File: src/rom_pkg.sv
package rom_pkg;

    // Bus and payload types
    typedef logic [21:0] sdram_addr_t;   // 16-bit word units
    typedef logic [31:0] sdram_word_t;   // One read beat, two words
    typedef logic [24:0] dl_addr_t;      // Byte address of the download stream
    typedef logic [ 7:0] rom_byte_t;
    typedef logic [15:0] rom_half_t;

    // Region starts inside the download stream
    localparam sdram_addr_t MAIN_START = 22'h00000;
    localparam sdram_addr_t SND_START  = 22'h28000;
    localparam sdram_addr_t CHAR_START = 22'h80000;
    localparam sdram_addr_t OBJ_START  = 22'hD0000;
    localparam sdram_addr_t PROM_START = 22'h190000;   // Priority PROM, not SDRAM

    // Object data is moved up to here
    localparam sdram_addr_t OBJ_SDRAM  = 22'h80000;

    // Slot base addresses in SDRAM
    localparam sdram_addr_t MAIN_OFFSET = 22'h0;
    localparam sdram_addr_t SND_OFFSET  = SND_START >> 1;
    localparam sdram_addr_t CHAR_OFFSET = CHAR_START >> 1;
    localparam sdram_addr_t OBJ_OFFSET  = OBJ_SDRAM;

    // Client address widths
    localparam int MAIN_AW = 18;   // Bytes
    localparam int SND_AW  = 15;
    localparam int CHAR_AW = 16;
    localparam int OBJ_AW  = 19;   // Half-words

    localparam int SLOT_COUNT = 4;
    localparam int SLOT_SEL_W = $clog2(SLOT_COUNT);

    // Priority PROM
    localparam int PROM_AW = 8;
    localparam int PROM_DW = 4;

endpackage

File: src/prog_decode.sv
module prog_decode (
    input  logic                        clk,
    input  logic                        rst_n,
    input  logic                        downloading,
    input  rom_pkg::dl_addr_t           ioctl_addr,
    input  rom_pkg::rom_byte_t          ioctl_dout,
    input  logic                        ioctl_wr,
    input  logic                        sdram_ack,
    output rom_pkg::sdram_addr_t        prog_addr,
    output rom_pkg::rom_byte_t          prog_data,
    output logic [1:0]                  prog_mask,
    output logic                        prog_we,
    output logic [rom_pkg::PROM_AW-1:0] prom_addr,
    output logic [rom_pkg::PROM_DW-1:0] prom_data,
    output logic                        prom_we
);
    import rom_pkg::*;

    logic        wr_ok;
    logic        is_prom;
    logic        is_obj;
    dl_addr_t    region_start;
    dl_addr_t    rel_addr;
    sdram_addr_t base_addr;

    assign wr_ok   = downloading && ioctl_wr;   // Stray strobes are dropped
    assign is_prom = ioctl_addr >= dl_addr_t'(PROM_START);
    assign is_obj  = !is_prom && (ioctl_addr >= dl_addr_t'(OBJ_START));

    // Objects get relocated, everything else maps straight
    assign region_start = is_obj ? dl_addr_t'(OBJ_START) : dl_addr_t'(MAIN_START);
    assign base_addr    = is_obj ? OBJ_SDRAM : MAIN_OFFSET;
    assign rel_addr     = ioctl_addr - region_start;

    always_ff @(posedge clk) begin
        if (!rst_n) begin
            prog_we <= 1'b0;
            prom_we <= 1'b0;
        end else begin
            prom_we <= wr_ok && is_prom;   // Single pulse
            if (wr_ok && !is_prom)
                prog_we <= 1'b1;
            else if (sdram_ack)
                prog_we <= 1'b0;   // Held until SDRAM takes it
        end
    end

    // Write payload
    always_ff @(posedge clk) begin
        if (wr_ok) begin
            prog_addr <= base_addr + rel_addr[22:1];
            prog_data <= ioctl_dout;
            // Even byte goes low, the mask covers the half left alone
            prog_mask <= ioctl_addr[0] ? 2'b01 : 2'b10;
            prom_addr <= ioctl_addr[PROM_AW-1:0];
            prom_data <= ioctl_dout[PROM_DW-1:0];
        end
    end

    // PROM bytes stay out of the SDRAM
    a_we_excl: assert property (@(posedge clk) disable iff (!rst_n)
        prom_we |-> !prog_we);

endmodule

File: src/rom_fetch.sv
module rom_fetch (
    input  logic                        clk,
    input  logic                        rst_n,
    // Download stream
    input  logic                        downloading,
    input  rom_pkg::dl_addr_t           ioctl_addr,
    input  rom_pkg::rom_byte_t          ioctl_dout,
    input  logic                        ioctl_wr,
    output rom_pkg::sdram_addr_t        prog_addr,
    output rom_pkg::rom_byte_t          prog_data,
    output logic [1:0]                  prog_mask,
    output logic                        prog_we,
    output logic [rom_pkg::PROM_AW-1:0] prom_addr,
    output logic [rom_pkg::PROM_DW-1:0] prom_data,
    output logic                        prom_we,
    // SDRAM
    input  logic                        sdram_ack,
    input  logic                        data_rdy,
    input  rom_pkg::sdram_word_t        data_read,
    output logic                        sdram_req,
    output rom_pkg::sdram_addr_t        sdram_addr,
    // ROM clients
    input  logic                        main_cs,
    input  logic [rom_pkg::MAIN_AW-1:0] main_addr,
    output rom_pkg::rom_byte_t          main_data,
    output logic                        main_ok,
    input  logic                        snd_cs,
    input  logic [rom_pkg::SND_AW-1:0]  snd_addr,
    output rom_pkg::rom_byte_t          snd_data,
    output logic                        snd_ok,
    input  logic                        char_cs,
    input  logic [rom_pkg::CHAR_AW-1:0] char_addr,
    output rom_pkg::rom_byte_t          char_data,
    output logic                        char_ok,
    input  logic                        obj_cs,
    input  logic [rom_pkg::OBJ_AW-1:0]  obj_addr,
    output rom_pkg::rom_half_t          obj_data,
    output logic                        obj_ok
);
    import rom_pkg::*;

    // Slot order sets priority: main, sound, char, obj
    logic [SLOT_COUNT-1:0] slot_req;
    logic [SLOT_COUNT-1:0] slot_fill;
    sdram_addr_t           slot_addr [SLOT_COUNT];
    sdram_word_t           fill_data;

    prog_decode u_decode (
        .clk         ( clk         ),
        .rst_n       ( rst_n       ),
        .downloading ( downloading ),
        .ioctl_addr  ( ioctl_addr  ),
        .ioctl_dout  ( ioctl_dout  ),
        .ioctl_wr    ( ioctl_wr    ),
        .sdram_ack   ( sdram_ack   ),
        .prog_addr   ( prog_addr   ),
        .prog_data   ( prog_data   ),
        .prog_mask   ( prog_mask   ),
        .prog_we     ( prog_we     ),
        .prom_addr   ( prom_addr   ),
        .prom_data   ( prom_data   ),
        .prom_we     ( prom_we     )
    );

    slot_arbiter u_arbiter (
        .clk         ( clk         ),
        .rst_n       ( rst_n       ),
        .downloading ( downloading ),
        .req         ( slot_req    ),
        .word_addr   ( slot_addr   ),
        .sdram_ack   ( sdram_ack   ),
        .data_rdy    ( data_rdy    ),
        .data_read   ( data_read   ),
        .fill        ( slot_fill   ),
        .fill_data   ( fill_data   ),
        .sdram_req   ( sdram_req   ),
        .sdram_addr  ( sdram_addr  )
    );

    rom_slot #(.payload_t(rom_byte_t), .AW(MAIN_AW), .OFFSET(MAIN_OFFSET)) u_main_slot (
        .clk       ( clk          ),
        .rst_n     ( rst_n        ),
        .cs        ( main_cs      ),
        .addr      ( main_addr    ),
        .fill      ( slot_fill[0] ),
        .fill_data ( fill_data    ),
        .data      ( main_data    ),
        .ok        ( main_ok      ),
        .req       ( slot_req[0]  ),
        .word_addr ( slot_addr[0] )
    );

    rom_slot #(.payload_t(rom_byte_t), .AW(SND_AW), .OFFSET(SND_OFFSET)) u_snd_slot (
        .clk       ( clk          ),
        .rst_n     ( rst_n        ),
        .cs        ( snd_cs       ),
        .addr      ( snd_addr     ),
        .fill      ( slot_fill[1] ),
        .fill_data ( fill_data    ),
        .data      ( snd_data     ),
        .ok        ( snd_ok       ),
        .req       ( slot_req[1]  ),
        .word_addr ( slot_addr[1] )
    );

    rom_slot #(.payload_t(rom_byte_t), .AW(CHAR_AW), .OFFSET(CHAR_OFFSET)) u_char_slot (
        .clk       ( clk          ),
        .rst_n     ( rst_n        ),
        .cs        ( char_cs      ),
        .addr      ( char_addr    ),
        .fill      ( slot_fill[2] ),
        .fill_data ( fill_data    ),
        .data      ( char_data    ),
        .ok        ( char_ok      ),
        .req       ( slot_req[2]  ),
        .word_addr ( slot_addr[2] )
    );

    // Objects read half-words from the relocated area
    rom_slot #(.payload_t(rom_half_t), .AW(OBJ_AW), .OFFSET(OBJ_OFFSET)) u_obj_slot (
        .clk       ( clk          ),
        .rst_n     ( rst_n        ),
        .cs        ( obj_cs       ),
        .addr      ( obj_addr     ),
        .fill      ( slot_fill[3] ),
        .fill_data ( fill_data    ),
        .data      ( obj_data     ),
        .ok        ( obj_ok       ),
        .req       ( slot_req[3]  ),
        .word_addr ( slot_addr[3] )
    );

endmodule

File: src/rom_slot.sv
module rom_slot #(
    parameter type                  payload_t = rom_pkg::rom_byte_t,
    parameter int                   AW        = 8,
    parameter rom_pkg::sdram_addr_t OFFSET    = '0
) (
    input  logic                 clk,
    input  logic                 rst_n,
    input  logic                 cs,
    input  logic [AW-1:0]        addr,
    input  logic                 fill,
    input  rom_pkg::sdram_word_t fill_data,
    output payload_t             data,
    output logic                 ok,
    output logic                 req,
    output rom_pkg::sdram_addr_t word_addr
);
    import rom_pkg::*;

    localparam int PW = $bits(payload_t);
    localparam int SW = $clog2($bits(sdram_word_t) / PW);   // Select bits inside a word
    localparam int TW = AW - SW;

    logic          valid;
    logic [TW-1:0] tag;
    logic [TW-1:0] req_tag;   // Tag being fetched
    sdram_word_t   cache;
    logic [TW-1:0] addr_tag;
    logic [SW-1:0] sel;
    logic          hit;
    logic          miss;

    assign addr_tag = addr[AW-1:SW];
    assign sel      = addr[SW-1:0];
    assign hit      = valid && (tag == addr_tag);
    assign miss     = cs && !hit && !req;

    assign ok   = cs && hit;
    assign data = cache[sel*PW +: PW];   // Lower address in lower bits

    // One beat covers two 16-bit words, so fetches start on an even word
    assign word_addr = OFFSET + sdram_addr_t'({req_tag, 1'b0});

    always_ff @(posedge clk) begin
        if (!rst_n) begin
            valid <= 1'b0;
            req   <= 1'b0;
        end else if (fill) begin
            valid <= 1'b1;
            req   <= 1'b0;
        end else if (miss) begin
            req <= 1'b1;
        end
    end

    // Cached word and tags
    always_ff @(posedge clk) begin
        if (miss)
            req_tag <= addr_tag;
        if (fill) begin
            tag   <= req_tag;
            cache <= fill_data;
        end
    end

    // The arbiter only fills a slot that is waiting
    a_fill_req: assert property (@(posedge clk) disable iff (!rst_n)
        fill |-> req);

endmodule

File: src/slot_arbiter.sv
module slot_arbiter (
    input  logic                           clk,
    input  logic                           rst_n,
    input  logic                           downloading,
    input  logic [rom_pkg::SLOT_COUNT-1:0] req,
    input  rom_pkg::sdram_addr_t           word_addr [rom_pkg::SLOT_COUNT],
    input  logic                           sdram_ack,
    input  logic                           data_rdy,
    input  rom_pkg::sdram_word_t           data_read,
    output logic [rom_pkg::SLOT_COUNT-1:0] fill,
    output rom_pkg::sdram_word_t           fill_data,
    output logic                           sdram_req,
    output rom_pkg::sdram_addr_t           sdram_addr
);
    import rom_pkg::*;

    typedef enum logic [1:0] {
        IDLE,
        WAIT_ACK,
        WAIT_DATA
    } state_t;

    state_t                state;
    logic [SLOT_SEL_W-1:0] winner;
    logic [SLOT_SEL_W-1:0] pick;
    logic                  start;

    // Lowest index wins
    always_comb begin
        pick = '0;
        for (int i = SLOT_COUNT - 1; i >= 0; i--) begin
            if (req[i])
                pick = SLOT_SEL_W'(i);
        end
    end

    assign start = (state == IDLE) && !downloading && (|req);

    always_ff @(posedge clk) begin
        if (!rst_n) begin
            state     <= IDLE;
            sdram_req <= 1'b0;
            fill      <= '0;
        end else begin
            fill <= '0;
            case (state)
                IDLE: begin
                    if (start) begin
                        state     <= WAIT_ACK;
                        sdram_req <= 1'b1;
                    end
                end
                WAIT_ACK: begin
                    if (sdram_ack) begin
                        state     <= WAIT_DATA;
                        sdram_req <= 1'b0;
                    end
                end
                WAIT_DATA: begin
                    // Wait out the fill cycle so the slot can drop req
                    if (|fill)
                        state <= IDLE;
                    else if (data_rdy)
                        fill[winner] <= 1'b1;
                end
                default: state <= IDLE;
            endcase
        end
    end

    // Winner, its address and the returned beat
    always_ff @(posedge clk) begin
        if (start) begin
            winner     <= pick;
            sdram_addr <= word_addr[pick];
        end
        if (state == WAIT_DATA && data_rdy && !(|fill))
            fill_data <= data_read;
    end

    // No read is launched from a download cycle
    a_no_dl_req: assert property (@(posedge clk) disable iff (!rst_n)
        $rose(sdram_req) |-> $past(!downloading));

endmodule

File: config.mk
export PLATFORM = sky130hd
export DESIGN_NAME = rom_fetch
export DESIGN_NICKNAME = d
export VERILOG_FILES = /design/src/rom_pkg.sv /design/src/prog_decode.sv /design/src/rom_fetch.sv /design/src/rom_slot.sv /design/src/slot_arbiter.sv
export SDC_FILE = /design/constraint.sdc
export NUM_CORES = 1
export LEC_CHECK = 0
export ABC_AREA = 1
export BUFFER_PORTS_ARGS = -buffer_cell sky130_fd_sc_hd__buf_2
export CAP_MARGIN = 20
export CORE_ASPECT_RATIO = 1.25
export CORE_MARGIN = 2
export CORE_UTILIZATION = 35
export CTS_CLUSTER_DIAMETER = 150
export DETAILED_ROUTE_END_ITERATION = 12
export PLACE_DENSITY = 0.54
export SETUP_SLACK_MARGIN = 0.15
export SLEW_MARGIN = 30
export SYNTH_ARGS = -nofsm -noshare
export SYNTH_HDL_FRONTEND = slang
export SYNTH_SLANG_ARGS = --single-unit
File: constraint.sdc
create_clock -name clk -period 3.6 [get_ports clk]
set_input_delay 0.9 -clock clk [delete_from_list [all_inputs] [get_ports clk]]
set_output_delay 0.9 -clock clk [all_outputs]
set_load 0.1 [all_outputs]
==> flow_metrics.py, run 1 <==
metrics = {
    "pwr": {
        "seq_power_share_pct": 47.1,
        "vdd_drop_max_uv": 447,
        "p_switching_mw": 2.66,
        "p_leak_nw": 6.79,
        "p_sw_share_pct": 26.7,
        "p_clk_share_pct": 40.4,
        "power_mw": 9.96,
        "combPwrFrac_pct": 12.5,
        "power_density_mw_per_mm2": 579,
        "internal-power_mw": 7.30,
    },
    "synth": {
        "synthXorXnorAreaFrac_pct": 1.34,
        "async_flop_share_pct": 0,
        "ys_ff_latch": 352,
        "synth.area.top_cells": "edfxtp_1 (73%), nand2_1 (4.1%), nor2_1 (3.9%)",
        "ys.warnings.count": 0,
        "synth_most_common_cell": "edfxtp_1",
        "synth_compound_area_share_pct": 6.11,
        "synth_top_cell_area_share_pct": 73.5,
        "synthSimpleGateAreaFrac_pct": 9.93,
        "synth-seq-area-share_pct": 75.9,
        "synthMuxAreaShare_pct": 1.32,
        "synth.top_cells.by_count": "edfxtp_1 (335), nand2_1 (148), nor2_1 (143), inv_1 (116), o21ai_0 (92)",
        "syn_area_mm2": 0.0137,
        "synth_flop_cell": "edfxtp_1",
        "synth_top_cell_by_area": "edfxtp_1",
        "synth_top_family_by_area": "simple AND/OR/NAND/NOR gates",
        "avgSynthCellArea_um2": 13.2,
        "synth_fa_ha_area_share_pct": 0.548,
        "synth_edf_count": 335,
        "synth_cells": 1036,
        "synth.distinct_cells": 37,
    },
    "clocking": {
        "clk_latency_ps": 540,
        "cts_resized": 0,
        "post-cts-setup-buffers": 0,
        "cts-root-buf": "clkbuf_16",
        "ctsHoldBuffers": 0,
        "cts_sinks": 352,
        "cts_max_level": 2,
        "cts_buffer_depth": 3,
        "cts_tree": "yes",
        "cts_made_buffers": 39,
        "clk_pin_slew_ps": 60,
    },
    "die": {
        "row_count": 81,
        "die_y_um": 225,
        "die_w_um": 181,
        "io_pins": 256,
        "core-area_mm2": 0.0388,
        "fp.dieArea_mm2": 0.0407,
        "initial_core_util_pct": 35.3,
    },
    "timing": {
        "fmax_mhz": 319,
        "setup_viol_count_final": 0,
        "period_needed_ps": 3140,
        "drv_slew": 0,
        "tns_ps": 0,
        "hold_viol": 0,
        "worstMarginPinSlew_ps": 952,
        "period_share_pct": 87.2,
        "finClkSkew_ps": 20.9,
        "slew_headroom_pct": 36.1,
        "rsz0062_at_grt": "false",
    },
    "drt": {
        "drt_iter0_markers": 577,
        "routed_wl_um": 34700,
        "drt-pass1-iter-count": 5,
        "vias_per_cell": 4.73,
        "wl_per_cell_um": 18.8,
        "route.vias.total": 8714,
        "drc": 0,
        "drtAntennaViolNets": 0,
    },
    "cells_and_area": {
        "multi_input_area_mm2": 0.00282,
        "n_fill_cell": 3591,
        "n_antenna_cell": 0,
        "regArea_mm2": 0.0104,
        "drive_gt1_share_pct": 29.4,
        "final_net_count": 1464,
        "synthToLayoutAreaGrowth_pct": 25.7,
    },
    "global_route": {
        "antenna_found_initial": 5,
        "grt_pass1_wl_um": 51100,
        "track_usage_pct": 16.7,
        "grt_pass1_vias": 8638,
        "grt_max_degree": 51,
        "grt_overflow": 0,
    },
    "critical_path": {
        "crit_type": "in2out",
        "endpoint_kind": "output port",
        "reg2reg_slack_ps": 1480,
        "reg2reg_from": "u_obj_slot.req",
        "cp-start-kind": "input port",
        "reg2reg_to": "u_arbiter.sdram_addr[8]",
        "ff2ff_path_depth": 4,
        "arrival_ps": 2240,
        "path_max_fanout": 16,
        "cp.required_ps": 2700,
    },
    "run": {
        "cap_viol_max_count": 0,
    },
    "hold_path": {
        "hold_depth": 0,
        "hp-start": "u_main_slot.req_tag[15]",
        "hold_end": "u_main_slot.tag[15]",
        "hold_path_class": "reg2reg",
    },
    "placed_design": {
        "hpwlAfterDp_um": 24400,
        "portBuffers": 252,
        "gp_congestion": 0.828,
    },
    "outcome": {
        "status": "completed",
    },
}
==> metrics by stage <==
step | std cells | util, % | setup slack [ps] | instance area [um^2] | hold WS, ps
floorplan | 1038 | - | 350 | 13900 | 421
detailed placement | 1772 | 41.0 | 131 | 15900 | 433
global route | 1843 | 44.3 | 363 | 17200 | 461
global placement | 1772 | 41.0 | 252 | 15900 | 429
CTS | 1843 | 44.3 | 443 | 17200 | 447
finish | 1843 | 44.3 | 461 | 17200 | 449
==> placed cells by master, fill, tap and decap left out, types with 8 or more instances in the layout <==
cell type  netlist  final
o22ai_2          0     24
o21ai_0         92     92
xor2_1          10     10
buf_12           0     16
dfxtp_1         17     13
edfxtp_1       335    335
clkbuf_16        0     39
buf_4           16     15
clkinv_1         1      8
nor2_2           9     13
xnor2_1         11     11
nand2_1        148    148
nor2_1         143    138
nand3_1         14     14
mux2_2          16     16
o22ai_1         37     13
buf_2            7    236
a21oi_1         14     14
inv_1          116    115
==> flip-flops by register name, summed over array words and instances, names as in the netlist, 14 cells and up <==
name,cells
u_char_slot.cache,32
u_obj_slot.tag,18
u_obj_slot.req_tag,18
u_char_slot.req_tag,14
u_obj_slot.cache,32
u_char_slot.tag,14
u_main_slot.req_tag,16
u_main_slot.tag,16
u_snd_slot.cache,32
u_decode.prog_addr,16
u_main_slot.cache,32
u_arbiter.fill_data,32
u_arbiter.sdram_addr,19
==> cell families after synthesis <==
| family | Yosys count |
|---|---|
| AND/OR/NAND/NOR | 336 |
| AO/OA/AOI/OAI | 152 |
| buffers and inverters | 152 |
| flip-flops | 352 |
| adder cells (fa/ha/maj) | 6 |
| multiplexers | 16 |
| other | 1 |
| XOR/XNOR | 21 |
==> cell type report <==
| class | instances | share of cell area [%] |
|---|---|---|
| clock buffer | 47 | 6.02 |
| timing repair buffer | 267 | 9.38 |
| inverter | 121 | 2.64 |
| tap | 498 | 3.62 |
| sequential | 352 | 60.5 |
| multi-input combinational | 534 | 16.4 |
| clock inverter | 24 | 1.51 |
==> power by group through the flow <==
stage          Sequential (mW)  Clock, mW  Combinational [mW]
3_3_place_gp              4.77          0                1.25
6_report                  4.69       4.02                1.24
4_1_cts                   4.69       4.13                1.25
3_5_place_dp              4.77          0                1.25
5_1_grt                   4.70       4.29                1.31
2_1_floorplan             5.12          0               0.548
==> worst max-delay path, cell delays in order <==
cell and delay (ps):
buf_2 110, inv_1 450, o21ai_0 190, o22ai_2 130
buf_2 450
==> how the worst max path moves through the flow <==
stage	startpoint	to	cells past startpoint
final	char_addr[0]	char_data[6]	5
after CTS	char_addr[2]	char_ok	9
after global routing	char_addr[0]	char_data[0]	5
after global placement	ioctl_addr[22]	u_decode.prog_addr[21]	13
after floorplan	u_arbiter.fill[3]	u_arbiter.fill[2]	7
after detailed placement	ioctl_addr[22]	u_decode.prog_addr[21]	14
==> routing by layer <==
metal / up-vias / part of all wire, % / global-route usage [%]
li1: 4156 / - / -
met1: 4182 / 41 / 20.8
met2: 313 / 51 / 29.5
met3: 55 / 7.1 / 4.15
met4: 8 / 1.6 / 3.49
met5: - / 0.15 / 0
Power figures use the tool's default switching activity.
==> run 2, diff against run 1 <==
- CTS_BUF_LIST: default -> sky130_fd_sc_hd__clkbuf_4
- GPL_TIMING_DRIVEN: default -> 0
- SETUP_SLACK_MARGIN: 0.15 -> default
==> flow_metrics.py, run 2 (same netlist as run 1, synthesis figures left out) <==
metrics = {
    "clocking": {
        "clk_latency_ps": 800,
        "cts_buffer_depth": 3,
        "cts_sinks": 352,
        "clk_pin_slew_ps": 60,
        "post-cts-setup-buffers": 0,
        "cts_made_buffers": 93,
        "ctsHoldBuffers": 0,
        "cts_max_level": 3,
        "cts_tree": "yes",
        "cts-root-buf": "clkbuf_4",
    },
    "timing": {
        "rsz0062_at_grt": "false",
        "hold_viol": 0,
        "setup_viol_count_final": 0,
        "worstMarginPinSlew_ps": 891,
        "finClkSkew_ps": 54.1,
        "slew_headroom_pct": 40.3,
        "period_needed_ps": 3390,
        "tns_ps": 0,
        "period_share_pct": 94.1,
        "fmax_mhz": 295,
        "drv_slew": 0,
    },
    "critical_path": {
        "cpMostUsedCell": "buf_2",
        "endpoint_kind": "output port",
        "critical_path.top_delay_family": "buffers and inverters",
        "cp.required_ps": 2700,
        "path_max_fanout": 10,
        "arrival_ps": 2490,
        "crit_type": "in2out",
        "cp_num_buf_inv": 3,
        "max_stage_delay_ps": 470,
        "reg2reg_slack_ps": 1320,
        "crit_path_cell_trace": "buf_2, clkbuf_1, o21ai_0, o22ai_2, buf_2",
        "critPathSlowestCell": "clkbuf_1",
        "cp-start-kind": "input port",
    },
    "cells_and_area": {
        "drive_gt1_share_pct": 34.1,
        "n_fill_cell": 3645,
        "final_net_count": 1536,
        "synthToLayoutAreaGrowth_pct": 24.9,
        "final_cell_mix": "edfxtp_1 (335), buf_2 (258), nand2_1 (148)",
        "final_common_cell": "edfxtp_1",
    },
    "placed_design": {
        "portBuffers": 251,
        "hpwlAfterDp_um": 25600,
        "gp_congestion": 0.866,
    },
    "pwr": {
        "p_leak_nw": 6.89,
        "power_density_mw_per_mm2": 555,
        "power_mw": 9.49,
        "vdd_drop_max_uv": 518,
    },
    "global_route": {
        "antenna_found_initial": 11,
        "grt_pass1_wl_um": 53300,
        "grt_pass1_vias": 9283,
        "grt_max_degree": 35,
        "grt_overflow": 0,
        "track_usage_pct": 17.6,
    },
    "die": {
        "initial_core_util_pct": 35.3,
        "io_pins": 256,
        "fp.dieArea_mm2": 0.0407,
        "row_count": 81,
        "die_y_um": 225,
        "die_w_um": 181,
        "core-area_mm2": 0.0388,
    },
    "outcome": {
        "status": "completed",
    },
    "drt": {
        "drt-pass1-iter-count": 5,
        "drt_iter0_markers": 544,
        "vias_per_cell": 4.68,
        "wl_per_cell_um": 18.4,
        "drtAntennaViolNets": 0,
        "route.vias.total": 9164,
        "routed_wl_um": 36100,
        "drc": 0,
    },
    "hold_path": {
        "hold_path_class": "in2reg",
    },
    "run": {
        "cap_viol_max_count": 0,
    },
}
[run 2: final cells by class]
type                       count  area (um^2)  area share (%)
sequential                   352        10400            60.9
multi-input combinational    534         2810            16.4
timing repair buffer         257         1390            8.13
clock buffer                 140         1050            6.14
tap                          498          623            3.64
inverter                     121          454            2.66
buffer                        28          191            1.12
clock inverter                27          160           0.936
antenna                        3         7.51          0.0439
[run 2: worst paths after layout]
| check | depth (start not counted) | start | to |
|---|---|---|---|
| max | 5 | snd_addr[0] | snd_data[3] |
| min | 1 | data_read[27] | u_arbiter.fill_data[27] |
| max reg2reg | 8 | u_arbiter.fill[2] | u_arbiter.fill_data[2] |
| min reg2reg | 0 | u_main_slot.req_tag[15] | u_main_slot.tag[15] |
[run 2: per-layer routing]
metal / part of all wire (%) / track usage [%] / routed length (um) / vias up
met5: 0.27 / 0 / 99 / -
met4: 2.4 / 6.79 / 882 / 16
met3: 8.7 / 5.87 / 3120 / 86
met1: 39 / 20.2 / 14000 / 4342
met2: 50 / 30.3 / 18000 / 365
li1: - / - / - / 4355
[run 2: worst register-to-register path, cell delays in order (launching register included)]
cell and delay [ps]:
dfxtp_4 420, buf_12 210, inv_1 100, nand4_1 150, nor3_1 160, inv_1 100
nor2_4 400, buf_16 230, buf_16 160
[run 2: power breakdown]
part           internal (mW)  switching [mW]
logic                  0.243           0.978
registers               4.61          0.0755
clock network           1.91            1.66
[run 2: what timing repair did]
item                       CTS  global route
setup endpoints to repair   13             3
gates cloned                 0             0
resized for setup            0             4
[run 2: per-stage QoR]
step	util, %	std cells	instance area (um^2)	hold WS (ps)	setup slack (ps)
2_1_floorplan	-	1038	13900	421	51.0
3_3_place_gp	40.5	1787	15700	431	-2010
3_5_place_dp	40.9	1793	15900	429	-99.9
4_1_cts	44.0	1958	17100	189	107
5_1_grt	44.0	1957	17100	223	95.3
6_report	44.1	1960	17100	275	214
==> run 3, diff against run 2 <==
- CORE_ASPECT_RATIO: 1.25 -> default
- PLACE_DENSITY: 0.54 -> 0.53
- SETUP_SLACK_MARGIN: default -> 0.1
- SYNTH_HIERARCHICAL: default -> 1
==> flow_metrics.py, run 3 <==
metrics = {
    "synth": {
        "avgSynthCellArea_um2": 11.3,
        "synth_fa_ha_area_share_pct": 0.498,
        "synth_top_cell_area_share_pct": 67.3,
        "synth_top_family_by_area": "simple AND/OR/NAND/NOR gates",
        "synthSimpleGateAreaFrac_pct": 15.1,
        "synth.top_cells.by_count": "edfxtp_1 (338), nand2_1 (257), inv_1 (243), nor2_1 (127), nand3_1 (105)",
        "ys_ff_latch": 355,
        "synth_compound_area_share_pct": 3.47,
        "synth_top_cell_by_area": "edfxtp_1",
        "synthMuxAreaShare_pct": 1.19,
        "synth_most_common_cell": "edfxtp_1",
        "synth.area.top_cells": "edfxtp_1 (67%), nand2_1 (6.4%), inv_1 (6.0%)",
        "synth_edf_count": 338,
        "ys.warnings.count": 6,
        "synth.distinct_cells": 41,
        "synth_flop_cell": "edfxtp_1",
        "synth_cells": 1333,
        "synthXorXnorAreaFrac_pct": 0.630,
        "synth-seq-area-share_pct": 69.5,
        "syn_area_mm2": 0.0151,
        "async_flop_share_pct": 0,
    },
    "cells_and_area": {
        "final_area_mm2": 0.0187,
        "final_net_count": 1858,
        "multi_input_area_mm2": 0.00333,
        "regArea_mm2": 0.0105,
        "final_common_cell": "edfxtp_1",
        "final_cell_mix": "edfxtp_1 (338), buf_2 (260), nand2_1 (257)",
        "drive_gt1_share_pct": 30.6,
        "instances_no_fill": 2338,
        "n_fill_cell": 4091,
        "synthToLayoutAreaGrowth_pct": 23.7,
    },
    "drt": {
        "wl_met3_um": 3430,
        "routed_wl_um": 39000,
        "drt_iter0_markers": 588,
        "drt-pass1-iter-count": 5,
        "wl_per_cell_um": 16.7,
        "met1_length_um": 16500,
        "top_layer_used": "met5",
        "vias_per_cell": 4.48,
        "drc": 0,
        "wl_met2_um": 17800,
        "drtAntennaViolNets": 0,
        "route.vias.total": 10500,
    },
    "placed_design": {
        "placed_cells": 2158,
        "gp_congestion": 0.823,
        "hpwlAfterDp_um": 27700,
        "placedInstanceArea_mm2": 0.0173,
        "pre_cts_ws_ps": 367,
        "portBuffers": 254,
    },
    "critical_path": {
        "arrival_ps": 2380,
        "reg2reg_slack_ps": 1570,
        "crit_type": "in2out",
        "cp.required_ps": 2700,
        "reg2reg_to": "u_arbiter/sdram_addr[19]",
        "max_stage_delay_ps": 510,
        "cp-start-kind": "input port",
        "endpoint_kind": "output port",
        "reg2reg_from": "u_arbiter/state[1]",
        "path_max_fanout": 9,
        "ff2ff_path_depth": 3,
        "crit_path_cell_trace": "buf_2, inv_1, o21ai_0, o22ai_1, buf_2",
        "cpMostUsedCell": "buf_2",
        "critPathSlowestCell": "buf_2",
    },
    "outcome": {
        "status": "completed",
    },
    "timing": {
        "fmax_mhz": 305,
        "finClkSkew_ps": 68.0,
        "rsz0062_at_grt": "false",
        "period_needed_ps": 3280,
        "worstMarginPinSlew_ps": 743,
        "hold_viol": 0,
        "slew_headroom_pct": 50.4,
        "setup_viol_count_final": 0,
        "worst_slack_ps": 324,
        "drv_slew": 0,
        "period_share_pct": 91.0,
    },
    "die": {
        "fp.dieArea_mm2": 0.0448,
        "initial_core_util_pct": 35.3,
        "die_y_um": 212,
        "die_w_um": 212,
        "row_count": 76,
        "io_pins": 256,
        "core-area_mm2": 0.0428,
    },
    "hold_path": {
        "hold_end": "u_decode/prog_addr[0]",
        "hold_path_class": "in2reg",
        "hp-start": "ioctl_addr[1]",
        "hold_depth": 1,
    },
    "clocking": {
        "cts_sinks": 355,
        "cts_max_level": 3,
        "cts_buffer_depth": 3,
        "clk_pin_slew_ps": 70,
        "clk_latency_ps": 820,
        "cts_made_buffers": 95,
        "ctsHoldBuffers": 0,
        "cts_tree": "yes",
        "cts-root-buf": "clkbuf_4",
    },
    "global_route": {
        "grt_pass1_wl_um": 57500,
        "grt_max_degree": 41,
        "antenna_found_initial": 8,
        "grt_overflow": 0,
        "grt_pass1_vias": 10200,
        "track_usage_pct": 17.4,
    },
    "run": {
        "cap_viol_max_count": 0,
    },
    "pwr": {
        "p_leak_nw": 8.20,
        "power_density_mw_per_mm2": 537,
        "power_mw": 10.0,
        "vdd_drop_max_uv": 275,
    },
}
run 3: changes by cell type in the layout (fill, tap and decap cells not counted), moves of 6 or more:
| cell | delta |
|---|---|
| a21oi_1 | -8 |
| buf_4 | +29 |
| buf_6 | +6 |
| conb_1 | +24 |
| inv_1 | +127 |
| nand2_1 | +109 |
| nand2_2 | +9 |
| nand3_1 | +91 |
| nor2_1 | -15 |
| o21ai_0 | -49 |
| o21ai_1 | +7 |
| o22ai_2 | -12 |
| xor2_1 | -7 |
run 3: cell type report:
class / count / share of cell area [%]
repair buffers: 259 / 7.44
diodes: 4 / 0.0536
plain buffers: 63 / 2.52
clock inverters: 36 / 1.43
flip-flops and latches: 355 / 56.3
multi-input cells: 682 / 17.9
inverters: 253 / 5.12
well taps: 546 / 3.66
clock buffers: 140 / 5.63
run 3: worst max-delay path by stage:
| stage | start | endpoint | slack [ps] | cells after the start |
|---|---|---|---|---|
| after CTS | u_snd_slot/tag[5] | snd_ok | 180 | 8 |
| after floorplan | snd_addr[0] | snd_data[0] | 120 | 4 |
| after detailed placement | main_addr[1] | main_data[3] | 370 | 5 |
| final | main_addr[1] | main_data[3] | 320 | 5 |
| after global placement | u_arbiter/fill[3] | u_arbiter/fill[2] | -130 | 5 |
| after global routing | u_snd_slot/tag[2] | snd_ok | 150 | 8 |
run 3: cell families (layout without fill, tap and decap cells):
group	Yosys count	in the layout
AO/OA/AOI/OAI	92	92
XOR/XNOR	10	10
adder cells (fa/ha/maj)	6	6
buffers and inverters	316	751
flip-flops	355	355
multiplexers	16	16
other	7	31
AND/OR/NAND/NOR	531	531
run 3: worst max-delay path: cells and delay by family:
| family | cells | cell delay (ps) |
|---|---|---|
| AOI/OAI and AO/OA | 2 | 490 |
| buffers and inverters | 3 | 970 |
run 3: power breakdown:
group	internal (mW)	total [mW]	leakage [nW]	switching [mW]
sequential	4.67	4.74	3.24	0.0674
clock	2.09	3.82	0.772	1.73
combinational	0.313	1.47	4.18	1.15
run 3: per-layer routing:
metal	up-vias	GRT usage, %
li1	5149	-
met4	8	7.33
met5	-	0
met3	96	5.24
met1	4805	21.8
met2	414	28.0
run 3: metrics by stage:
step / util [%] / setup TNS (ps) / hold WS, ps
after floorplan: - / 0 / 426
after global placement: 40.2 / -3560 / 432
after detailed placement: 40.5 / 0 / 436
after CTS: 43.6 / 0 / 181
after global routing: 43.6 / 0 / 209
final: 43.6 / 0 / 257
run 3: timing repair:
| action | in CTS | in global routing |
|---|---|---|
| setup buffers | 0 | 0 |
| resized for setup | 0 | 2 |
| endpoints found under the setup margin | 0 | 1 |
